===== config.mk =====
export PLATFORM = sky130hd
export DESIGN_NAME = tmr_rx_top
export DESIGN_NICKNAME = d
export VERILOG_FILES = /design/src/hw/tmr_pkg.sv /design/src/hw/copy_wr_if.sv /design/src/hw/tmr_rx_top.sv /design/src/hw/vote_ctrl.sv /design/src/hw/agreement_check.sv /design/src/hw/copy_store.sv /design/src/hw/frame_parser.sv
export VERILOG_INCLUDE_DIRS = /design/src /design/src/hw
export SDC_FILE = /design/constraint.sdc
export NUM_CORES = 2
export LEC_CHECK = 0
export ABC_AREA = 1
export BUFFER_PORTS_ARGS = -buffer_cell sky130_fd_sc_hd__buf_4
export CAP_MARGIN = 40
export CORE_ASPECT_RATIO = 0.6
export CORE_MARGIN = 1.5
export CORE_UTILIZATION = 50
export DETAILED_ROUTE_END_ITERATION = 16
export PLACE_DENSITY = 0.65
export SLEW_MARGIN = 20
export SYNTH_ARGS = -nofsm -noshare
export SYNTH_HDL_FRONTEND = slang
export SYNTH_SLANG_ARGS = --single-unit
export TNS_END_PERCENT = 20

===== constraint.sdc =====
create_clock -name clk -period 10.9 [get_ports clk]
set_input_delay 0 -clock clk [delete_from_list [all_inputs] [get_ports clk]]
set_output_delay 0 -clock clk [all_outputs]
set_load 0.01 [all_outputs]

===== src/hw/tmr_defs.svh =====
`ifndef TMR_DEFS_SVH
`define TMR_DEFS_SVH

// frame layout
`define ID_POS 2 // offset of the copy number byte

// payload buffers
`define BUF_AW 6 // 64 payload bytes per copy

// set closing
`define SET_GAP 8 // idle cycles before an open set is voted

`endif

===== src/hw/tmr_pkg.sv =====
`default_nettype none
`include "tmr_defs.svh"

package tmr_pkg;

	typedef logic [7:0] byte_t; // stream and payload byte
	typedef logic [1:0] copy_id_t; // 0 means no copy
	typedef logic [`BUF_AW-1:0] buf_addr_t;
	typedef logic [`BUF_AW:0] buf_len_t; // one extra bit for a full buffer

	// bit 0 is copy 1
	typedef logic [2:0] copy_mask_t;

	// bit 0 pair 1-2, bit 1 pair 1-3, bit 2 pair 2-3
	typedef logic [2:0] pair_mask_t;

	typedef enum logic [1:0] {
		VS_COLLECT,
		VS_DECIDE,
		VS_REPLAY
	} vote_state_t;

endpackage

`default_nettype wire


===== src/hw/copy_wr_if.sv =====
`timescale 1ns/100ps
`default_nettype none

interface copy_wr_if import tmr_pkg::*; ();

	logic wr_en; // payload byte strobe
	copy_id_t copy; // copy number of the current frame
	buf_addr_t addr;
	byte_t data;
	logic frame_start; // copy byte accepted
	logic frame_end; // cycle after rx_en falls
	buf_len_t len; // valid with frame_end

	modport parser (
		output wr_en, copy, addr, data,
		output frame_start, frame_end, len
	);

	modport sink (
		input wr_en, copy, addr, data,
		input frame_start, frame_end, len
	);

endinterface

`default_nettype wire


===== src/hw/tmr_rx_top.sv =====
`timescale 1ns/100ps
`default_nettype none

module tmr_rx_top import tmr_pkg::*; (
	input logic clk,
	input logic rst_n,
	input logic rx_en,
	input byte_t rx_data,
	output byte_t data_out,
	output logic out_valid,
	output logic lost,
	output logic busy
);

	byte_t rd_data1;
	byte_t rd_data2;
	byte_t rd_data3;
	logic replay;
	logic set_clear;
	buf_addr_t replay_addr;
	copy_id_t replay_sel;
	copy_mask_t copy_present;
	pair_mask_t pair_match;
	buf_len_t len1;
	buf_len_t len2;
	buf_len_t len3;

	copy_wr_if wr_bus ();

	frame_parser u_parser (
		.clk(clk),
		.rst_n(rst_n),
		.rx_en(rx_en),
		.rx_data(rx_data),
		.busy(busy),
		.wr(wr_bus)
	);

	copy_store u_store (
		.clk(clk),
		.wr(wr_bus),
		.replay(replay),
		.replay_addr(replay_addr),
		.rd_data1(rd_data1),
		.rd_data2(rd_data2),
		.rd_data3(rd_data3)
	);

	agreement_check u_check (
		.clk(clk),
		.rst_n(rst_n),
		.wr(wr_bus),
		.rd_data1(rd_data1),
		.rd_data2(rd_data2),
		.rd_data3(rd_data3),
		.set_clear(set_clear),
		.copy_present(copy_present),
		.pair_match(pair_match),
		.len1(len1),
		.len2(len2),
		.len3(len3)
	);

	vote_ctrl u_vote (
		.clk(clk),
		.rst_n(rst_n),
		.frame_end(wr_bus.frame_end),
		.end_copy(wr_bus.copy),
		.rx_en(rx_en),
		.copy_present(copy_present),
		.pair_match(pair_match),
		.len1(len1),
		.len2(len2),
		.len3(len3),
		.busy(busy),
		.replay(replay),
		.set_clear(set_clear),
		.replay_addr(replay_addr),
		.replay_sel(replay_sel),
		.out_valid(out_valid),
		.lost(lost)
	);

	// chosen copy onto the output
	always_comb begin
		case (replay_sel)
			2'd1: data_out = rd_data1;
			2'd2: data_out = rd_data2;
			2'd3: data_out = rd_data3;
			default: data_out = '0;
		endcase
	end

endmodule

`default_nettype wire


===== src/hw/vote_ctrl.sv =====
`timescale 1ns/100ps
`default_nettype none
`include "tmr_defs.svh"

module vote_ctrl import tmr_pkg::*; (
	input logic clk,
	input logic rst_n,
	input logic frame_end,
	input copy_id_t end_copy,
	input logic rx_en,
	input copy_mask_t copy_present,
	input pair_mask_t pair_match,
	input buf_len_t len1,
	input buf_len_t len2,
	input buf_len_t len3,
	output logic busy,
	output logic replay,
	output logic set_clear,
	output buf_addr_t replay_addr,
	output copy_id_t replay_sel,
	output logic out_valid,
	output logic lost
);

	localparam int GAP_W = $clog2(`SET_GAP + 1);
	localparam logic [GAP_W-1:0] GAP_LAST = GAP_W'(`SET_GAP - 1);

	vote_state_t state;
	logic [1:0] dec_cnt;
	logic [GAP_W-1:0] gap_cnt;
	logic close;
	logic last_dec;
	logic last_rep;
	logic go;
	copy_id_t pick;
	buf_len_t pick_len;
	buf_len_t rep_len;

	// idle cycles since rx_en was last high
	always_ff @(posedge clk) begin
		if (!rst_n || rx_en)
			gap_cnt <= '0;
		else if (gap_cnt != GAP_LAST)
			gap_cnt <= gap_cnt + 1'b1;
	end

	assign close = (frame_end && (end_copy == 2'd3))
		|| (!rx_en && (gap_cnt == GAP_LAST) && (|copy_present));

	// ========================================
	// vote
	// ========================================
	always_comb begin
		if (pair_match[0] || pair_match[1])
			pick = 2'd1;
		else if (pair_match[2])
			pick = 2'd2;
		else
			pick = 2'd0; // no pair agrees
		case (pick)
			2'd1: pick_len = len1;
			2'd2: pick_len = len2;
			2'd3: pick_len = len3;
			default: pick_len = '0;
		endcase
	end

	assign go = (pick != 2'd0) && (pick_len != '0);
	assign last_dec = (state == VS_DECIDE) && (dec_cnt == 2'd2);
	assign last_rep = (state == VS_REPLAY) && (buf_len_t'(replay_addr) == rep_len - 1'b1);

	assign busy = (state != VS_COLLECT);
	assign replay = (state == VS_REPLAY);
	assign lost = last_dec && !((copy_present == 3'b111) && (pair_match == 3'b111));
	assign set_clear = last_rep || (last_dec && !go);

	// ========================================
	// state machine
	// ========================================
	always_ff @(posedge clk) begin
		if (!rst_n) begin
			state <= VS_COLLECT;
			dec_cnt <= 2'd0;
			replay_sel <= 2'd0;
			out_valid <= 1'b0;
		end else begin
			out_valid <= (state == VS_REPLAY); // data comes one cycle after the address
			case (state)
				VS_COLLECT: begin
					dec_cnt <= 2'd0;
					if (close)
						state <= VS_DECIDE;
				end
				VS_DECIDE: begin
					dec_cnt <= dec_cnt + 1'b1; // comparisons settle here
					if (last_dec) begin
						replay_sel <= pick;
						state <= go ? VS_REPLAY : VS_COLLECT;
					end
				end
				VS_REPLAY: begin
					if (last_rep)
						state <= VS_COLLECT;
				end
				default: state <= VS_COLLECT;
			endcase
		end
	end

	always_ff @(posedge clk) begin
		if (last_dec) begin
			rep_len <= pick_len;
			replay_addr <= '0;
		end else if (state == VS_REPLAY) begin
			replay_addr <= replay_addr + 1'b1;
		end
	end

endmodule

`default_nettype wire


===== src/hw/agreement_check.sv =====
`timescale 1ns/100ps
`default_nettype none

module agreement_check import tmr_pkg::*; (
	input logic clk,
	input logic rst_n,
	copy_wr_if.sink wr,
	input byte_t rd_data1,
	input byte_t rd_data2,
	input byte_t rd_data3,
	input logic set_clear,
	output copy_mask_t copy_present,
	output pair_mask_t pair_match,
	output buf_len_t len1,
	output buf_len_t len2,
	output buf_len_t len3
);

	logic en_d;
	copy_id_t copy_d;
	byte_t data_d; // lines up with the stored bytes read back
	copy_mask_t ne; // held copy differs from incoming byte
	pair_mask_t diff;
	pair_mask_t renew;
	pair_mask_t mism;

	always_ff @(posedge clk) begin
		if (!rst_n)
			en_d <= 1'b0;
		else
			en_d <= wr.wr_en;
	end

	always_ff @(posedge clk) begin
		copy_d <= wr.copy;
		data_d <= wr.data;
	end

	assign ne[0] = copy_present[0] && (rd_data1 != data_d);
	assign ne[1] = copy_present[1] && (rd_data2 != data_d);
	assign ne[2] = copy_present[2] && (rd_data3 != data_d);

	// ========================================
	// pair mismatch flags
	// ========================================
	always_comb begin
		diff = '0;
		renew = '0;
		if (en_d) begin
			case (copy_d)
				2'd1: diff = {1'b0, ne[2], ne[1]};
				2'd2: diff = {ne[2], 1'b0, ne[0]};
				2'd3: diff = {ne[1], ne[0], 1'b0};
				default: diff = '0;
			endcase
		end
		if (wr.frame_start) begin
			case (wr.copy)
				2'd1: renew = 3'b011; // pairs holding the replaced copy
				2'd2: renew = 3'b101;
				2'd3: renew = 3'b110;
				default: renew = '0;
			endcase
		end
	end

	always_ff @(posedge clk) begin
		if (!rst_n || set_clear) begin
			mism <= '0;
			copy_present <= '0;
		end else begin
			mism <= (mism & ~renew) | diff;
			if (wr.frame_end)
				copy_present[wr.copy - 2'd1] <= 1'b1;
		end
	end

	always_ff @(posedge clk) begin
		if (wr.frame_end) begin
			case (wr.copy)
				2'd1: len1 <= wr.len;
				2'd2: len2 <= wr.len;
				2'd3: len3 <= wr.len;
				default: ;
			endcase
		end
	end

	assign pair_match[0] = !mism[0] && copy_present[0] && copy_present[1] && (len1 == len2);
	assign pair_match[1] = !mism[1] && copy_present[0] && copy_present[2] && (len1 == len3);
	assign pair_match[2] = !mism[2] && copy_present[1] && copy_present[2] && (len2 == len3);

endmodule

`default_nettype wire


===== src/hw/copy_store.sv =====
`timescale 1ns/100ps
`default_nettype none

module copy_store import tmr_pkg::*; (
	input logic clk,
	copy_wr_if.sink wr,
	input logic replay,
	input buf_addr_t replay_addr,
	output byte_t rd_data1,
	output byte_t rd_data2,
	output byte_t rd_data3
);

	localparam int DEPTH = 2 ** $bits(buf_addr_t);

	buf_addr_t rd_addr;

	// all three follow the incoming address while collecting
	assign rd_addr = replay ? replay_addr : wr.addr;

	for (genvar i = 0; i < 3; i++) begin : g_buf
		byte_t mem [DEPTH];
		byte_t rd_q;

		always_ff @(posedge clk) begin
			if (wr.wr_en && (wr.copy == copy_id_t'(i + 1)))
				mem[wr.addr] <= wr.data;
			rd_q <= mem[rd_addr]; // one cycle read latency
		end
	end

	assign rd_data1 = g_buf[0].rd_q;
	assign rd_data2 = g_buf[1].rd_q;
	assign rd_data3 = g_buf[2].rd_q;

endmodule

`default_nettype wire


===== src/hw/frame_parser.sv =====
`timescale 1ns/100ps
`default_nettype none
`include "tmr_defs.svh"

module frame_parser import tmr_pkg::*; (
	input logic clk,
	input logic rst_n,
	input logic rx_en,
	input byte_t rx_data,
	input logic busy,
	copy_wr_if.parser wr
);

	localparam int OFF_MAX = `ID_POS + 1; // offset counter stops past the id byte
	localparam int OFF_W = $clog2(OFF_MAX + 1);

	logic rx_en_q;
	byte_t rx_data_q;
	logic [OFF_W-1:0] off;
	logic blk; // frame began while busy
	logic blk_now;
	logic accept; // valid copy number seen in this frame
	logic id_ok;
	logic wr_go;
	copy_id_t cur_copy;
	buf_len_t pay_cnt;

	// ========================================
	// input register stage
	// ========================================
	always_ff @(posedge clk) begin
		if (!rst_n) begin
			rx_en_q <= 1'b0;
		end else begin
			rx_en_q <= rx_en;
		end
	end

	always_ff @(posedge clk) begin
		rx_data_q <= rx_data;
	end

	// ========================================
	// offset and copy number
	// ========================================
	assign blk_now = (off == '0) ? busy : blk; // first byte sees busy directly
	assign id_ok = rx_en_q && (off == OFF_W'(`ID_POS)) && !blk_now
		&& (rx_data_q[1:0] != 2'd0);

	always_ff @(posedge clk) begin
		if (!rst_n) begin
			off <= '0;
			blk <= 1'b0;
			accept <= 1'b0;
		end else if (!rx_en_q) begin
			off <= '0; // gap between frames
			accept <= 1'b0;
		end else begin
			if (off != OFF_W'(OFF_MAX))
				off <= off + 1'b1;
			if (off == '0)
				blk <= busy;
			if (id_ok)
				accept <= 1'b1;
		end
	end

	always_ff @(posedge clk) begin
		if (id_ok) begin
			cur_copy <= copy_id_t'(rx_data_q[1:0]);
			pay_cnt <= '0;
		end else if (wr_go) begin
			pay_cnt <= pay_cnt + 1'b1;
		end
	end

	// bytes past the buffer are dropped
	assign wr_go = rx_en_q && accept && !pay_cnt[`BUF_AW];

	assign wr.wr_en = wr_go;
	assign wr.copy = id_ok ? copy_id_t'(rx_data_q[1:0]) : cur_copy; // new number at frame_start
	assign wr.addr = pay_cnt[`BUF_AW-1:0];
	assign wr.data = rx_data_q;
	assign wr.frame_start = id_ok;
	assign wr.frame_end = accept && !rx_en_q;
	assign wr.len = pay_cnt;

endmodule

`default_nettype wire


==> results.json <==
{
  "drtIter0Drc": 6831,
  "row_count": 103,
  "yosysWarnings": 0,
  "cp_common_cell": "nand3_1",
  "clkPwrFrac_pct": 40.4,
  "slowest_stage": "buf_4",
  "synthArstFlopShare_pct": 0,
  "rrSetupSlack_ns": 6.18,
  "tightest_slew_ns": 1.15,
  "powerDensity_nw_per_um2": 169,
  "fin_nets": 5236,
  "r2r-start": "u_vote.state[0]$_SDFFE_PN0P_",
  "grt_pass1_wl_mm": 277,
  "startpoint_type": "flop",
  "first_global_vias": 40100,
  "synth_commonest_cells": "1564 x edfxtp_1, 729 x o211ai_1, 653 x nor2_1, 408 x o21ai_0, 367 x nand2_1",
  "dr_total_vias": 43600,
  "dp_hpwl_mm": 115,
  "path_clk_slew_ns": 0.07,
  "antenna_left": 0,
  "syn_to_final_growth_pct": 11.5,
  "min_to": "u_vote.replay_sel[1]$_SDFFE_PN0P_",
  "worst_hold_startpoint": "rst_n",
  "yosysSeqAreaShare_pct": 72.2,
  "synth_most_common_cell": "edfxtp_1",
  "finalSetupViolations": 0,
  "drv_slew": 0,
  "synth_fp_nets": 5173,
  "critPathKind": "flop to flop",
  "ys.flop_type": "edfxtp_1",
  "cts-resized-gates": 0,
  "finalCriticalPeriod_ns": 4.72,
  "rsz0062_at_grt": "false",
  "routed_via_density": 6.12,
  "synthTopCellsByArea": "edfxtp_1 70%, o211ai_1 8.1%, nor2_1 3.6%",
  "initial_core_util_pct": 50.7,
  "drcViolationCount": 0,
  "hold_viol_final": 0,
  "postLayoutCoreUtil_pct": 56.6,
  "finClkSkew_ns": 0.0276,
  "crit_path_end_kind": "flop",
  "fin_tns_setup_ns": 0,
  "die_y_um": 287,
  "path_cells": "inv_2 -> nand2_4 -> nor2_2 -> a21oi_4 -> buf_12 -> buf_4 -> buf_4 -> o21ai_0 -> o211ai_1 -> nand3_1 -> nand3_1 -> nand3_1 -> nand2_1",
  "maxSlewHeadroom_pct": 23.1,
  "p_sw_mw": 2.82,
  "die_area_um2": 137000,
  "max_freq_ghz": 0.212,
  "r2r_cells": 13,
  "synth_top_area_cell": "edfxtp_1",
  "grt_util_all_layers_pct": 27.4,
  "cts_buffer_depth": 3,
  "p_sw_share_pct": 22.2,
  "dr.pass1.iters": 8,
  "r2r_end": "u_store.rd_data1[3]$_DFF_P_",
  "whs_path_depth": 4,
  "drv_cap": 0,
  "min_period_over_period_pct": 43.3,
  "p_leak_nw": 24.1,
  "grt_max_degree": 195,
  "synth_edf_count": 1564,
  "overflow": 0,
  "cts_sinks": 1642,
  "p_int_mw": 9.87,
  "drt-total-wl_mm": 190,
  "peakVddDrop_v": 0.000158,
  "combinationalPowerShare_pct": 4.4,
  "antenna_found_initial": 0,
  "h-tree-depth": 4,
  "synth_area_um2": 67200,
  "cts_buffers": 143,
  "status": "finished clean",
  "coreArea_um2": 132000,
  "io_buffers": 21,
  "required_ns": 11.62,
  "arrival_ns": 5.44,
  "synth_top_area_share_pct": 69.9,
  "gp_congestion": 0.905,
  "cts_tree": "done",
  "critPathMaxStageDelay_ns": 0.70,
  "drive_gt1_share_pct": 11.1,
  "yosysUniqueCellTypes": 44,
  "ioPinCount": 22,
  "clk_latency_ns": 0.78,
  "seqPwrFrac_pct": 55.2,
  "syn_avg_cell_area_um2": 13.0,
  "syn-instance-count": 5151,
  "routedWlPerCell_um": 26.7,
  "min_path_type": "input pin to flop",
  "die_x_um": 476,
  "root_buffer": "clkbuf_16",
  "synth_seq_cells": 1642,
  "crit_path_max_fanout": 136
}
[cells in the final DEF, fill, tap and decap left out, types with 41 or more instances in the layout]
cell type / n
buf_4: 220
clkbuf_1: 41
clkbuf_16: 150
dfxtp_1: 70
edfxtp_1: 1564
inv_1: 230
nand2_1: 364
nand3_1: 222
nor2_1: 645
o211ai_1: 729
o21ai_0: 407
o21ai_1: 146
or2_1: 158
or2_2: 59
[worst max-delay path by stage]
stage / startpoint / endpoint / slack (ns) / cells after the start
final: u_vote.state[0]$_SDFFE_PN0P_ / u_store.rd_data1[3]$_DFF_P_ / 6.18 / 13
after CTS: u_parser.wr.len[0]$_SDFFE_PP0P_ / u_store.rd_data1[4]$_DFF_P_ / 6.16 / 12
after global routing: u_parser.wr.len[0]$_SDFFE_PP0P_ / u_store.rd_data1[4]$_DFF_P_ / 5.87 / 13
after global placement: u_vote.state[0]$_SDFFE_PN0P_ / u_store.rd_data1[4]$_DFF_P_ / 6.32 / 14
after detailed placement: u_parser.wr.len[0]$_SDFFE_PP0P_ / u_store.rd_data1[4]$_DFF_P_ / 6.16 / 12
after floorplan: u_parser.wr.data[1]$_DFF_P_ / u_store.g_buf[2].mem[11][0]$_DFFE_PP_ / 5.65 / 8
[worst max-delay path: cells and delay by family (launching register included)]
kind	cells	cell delay (ns)
AOI/OAI and AO/OA	3	0.91
DFF	1	0.36
buffers and inverters	4	1.93
and+or+nand+nor	6	1.27
[metal layers]
layer | vias to the layer above | part of all wire [%] | track usage [%] | routed length (µm)
li1 | 19200 | - | - | -
met1 | 21600 | 44 | 42.9 | 83800
met2 | 2483 | 40 | 36.3 | 76100
met3 | 282 | 14 | 8.95 | 26000
met4 | 0 | 2.2 | 7.15 | 4190
met5 | - | 0 | 0 | 0
[what timing repair did]
item                                   in CTS  in global routing
endpoints found under the hold margin      31                  0
hold buffers                               21                  0
buffers inserted                            0                  0
[cell type report]
class / count / area, µm²
diodes: 1 / 2.50
clock buffers: 201 / 4050
clock inverters: 62 / 553
fillers: 10600 / 57600
inverters: 236 / 907
multi-input cells: 2921 / 16100
flip-flops and latches: 1642 / 48600
well taps: 1785 / 2230
repair buffers: 270 / 2490
[sequential cells by signal, indices dropped and copies added (netlist names), 8 cells and up]
name and count:
u_store.rd_data2 8, u_check.data_d 8, u_store.rd_data1 8, u_store.rd_data3 8
u_store.g_buf.mem 1536, u_parser.wr.data 8
[kinds of logic after synthesis]
logic type      share of synthesized area, %
buf+inv                                 3.96
compound gates                          13.3
simple gates                            9.89
flops                                   72.2
fa+ha+maj                              0.205
xor+xnor                               0.456
[through the flow]
step	area, µm²	total power [mW]	hold WS (ns)	setup slack [ns]	std cells
6_report	74900	12.7	0.0930	6.18	7118
5_1_grt	74900	13.0	0.0996	5.87	7117
4_1_cts	74400	12.7	0.0333	6.16	7054
3_5_place_dp	69600	7.67	0.106	6.16	6770
3_3_place_gp	68500	7.65	0.105	6.32	6671
2_1_floorplan	67200	7.38	0.0277	5.65	5151
[power groups by stage]
stage                     registers, mW  clock network [mW]  logic [mW]
final                              7.00                5.12       0.562
after global routing               7.00                5.39       0.587
after CTS                          7.00                5.16       0.543
after detailed placement           7.14                   0       0.535
after global placement             7.14                   0       0.516
after floorplan                    7.14                   0       0.240
Note: power is estimated with default switching activity, not from simulation.
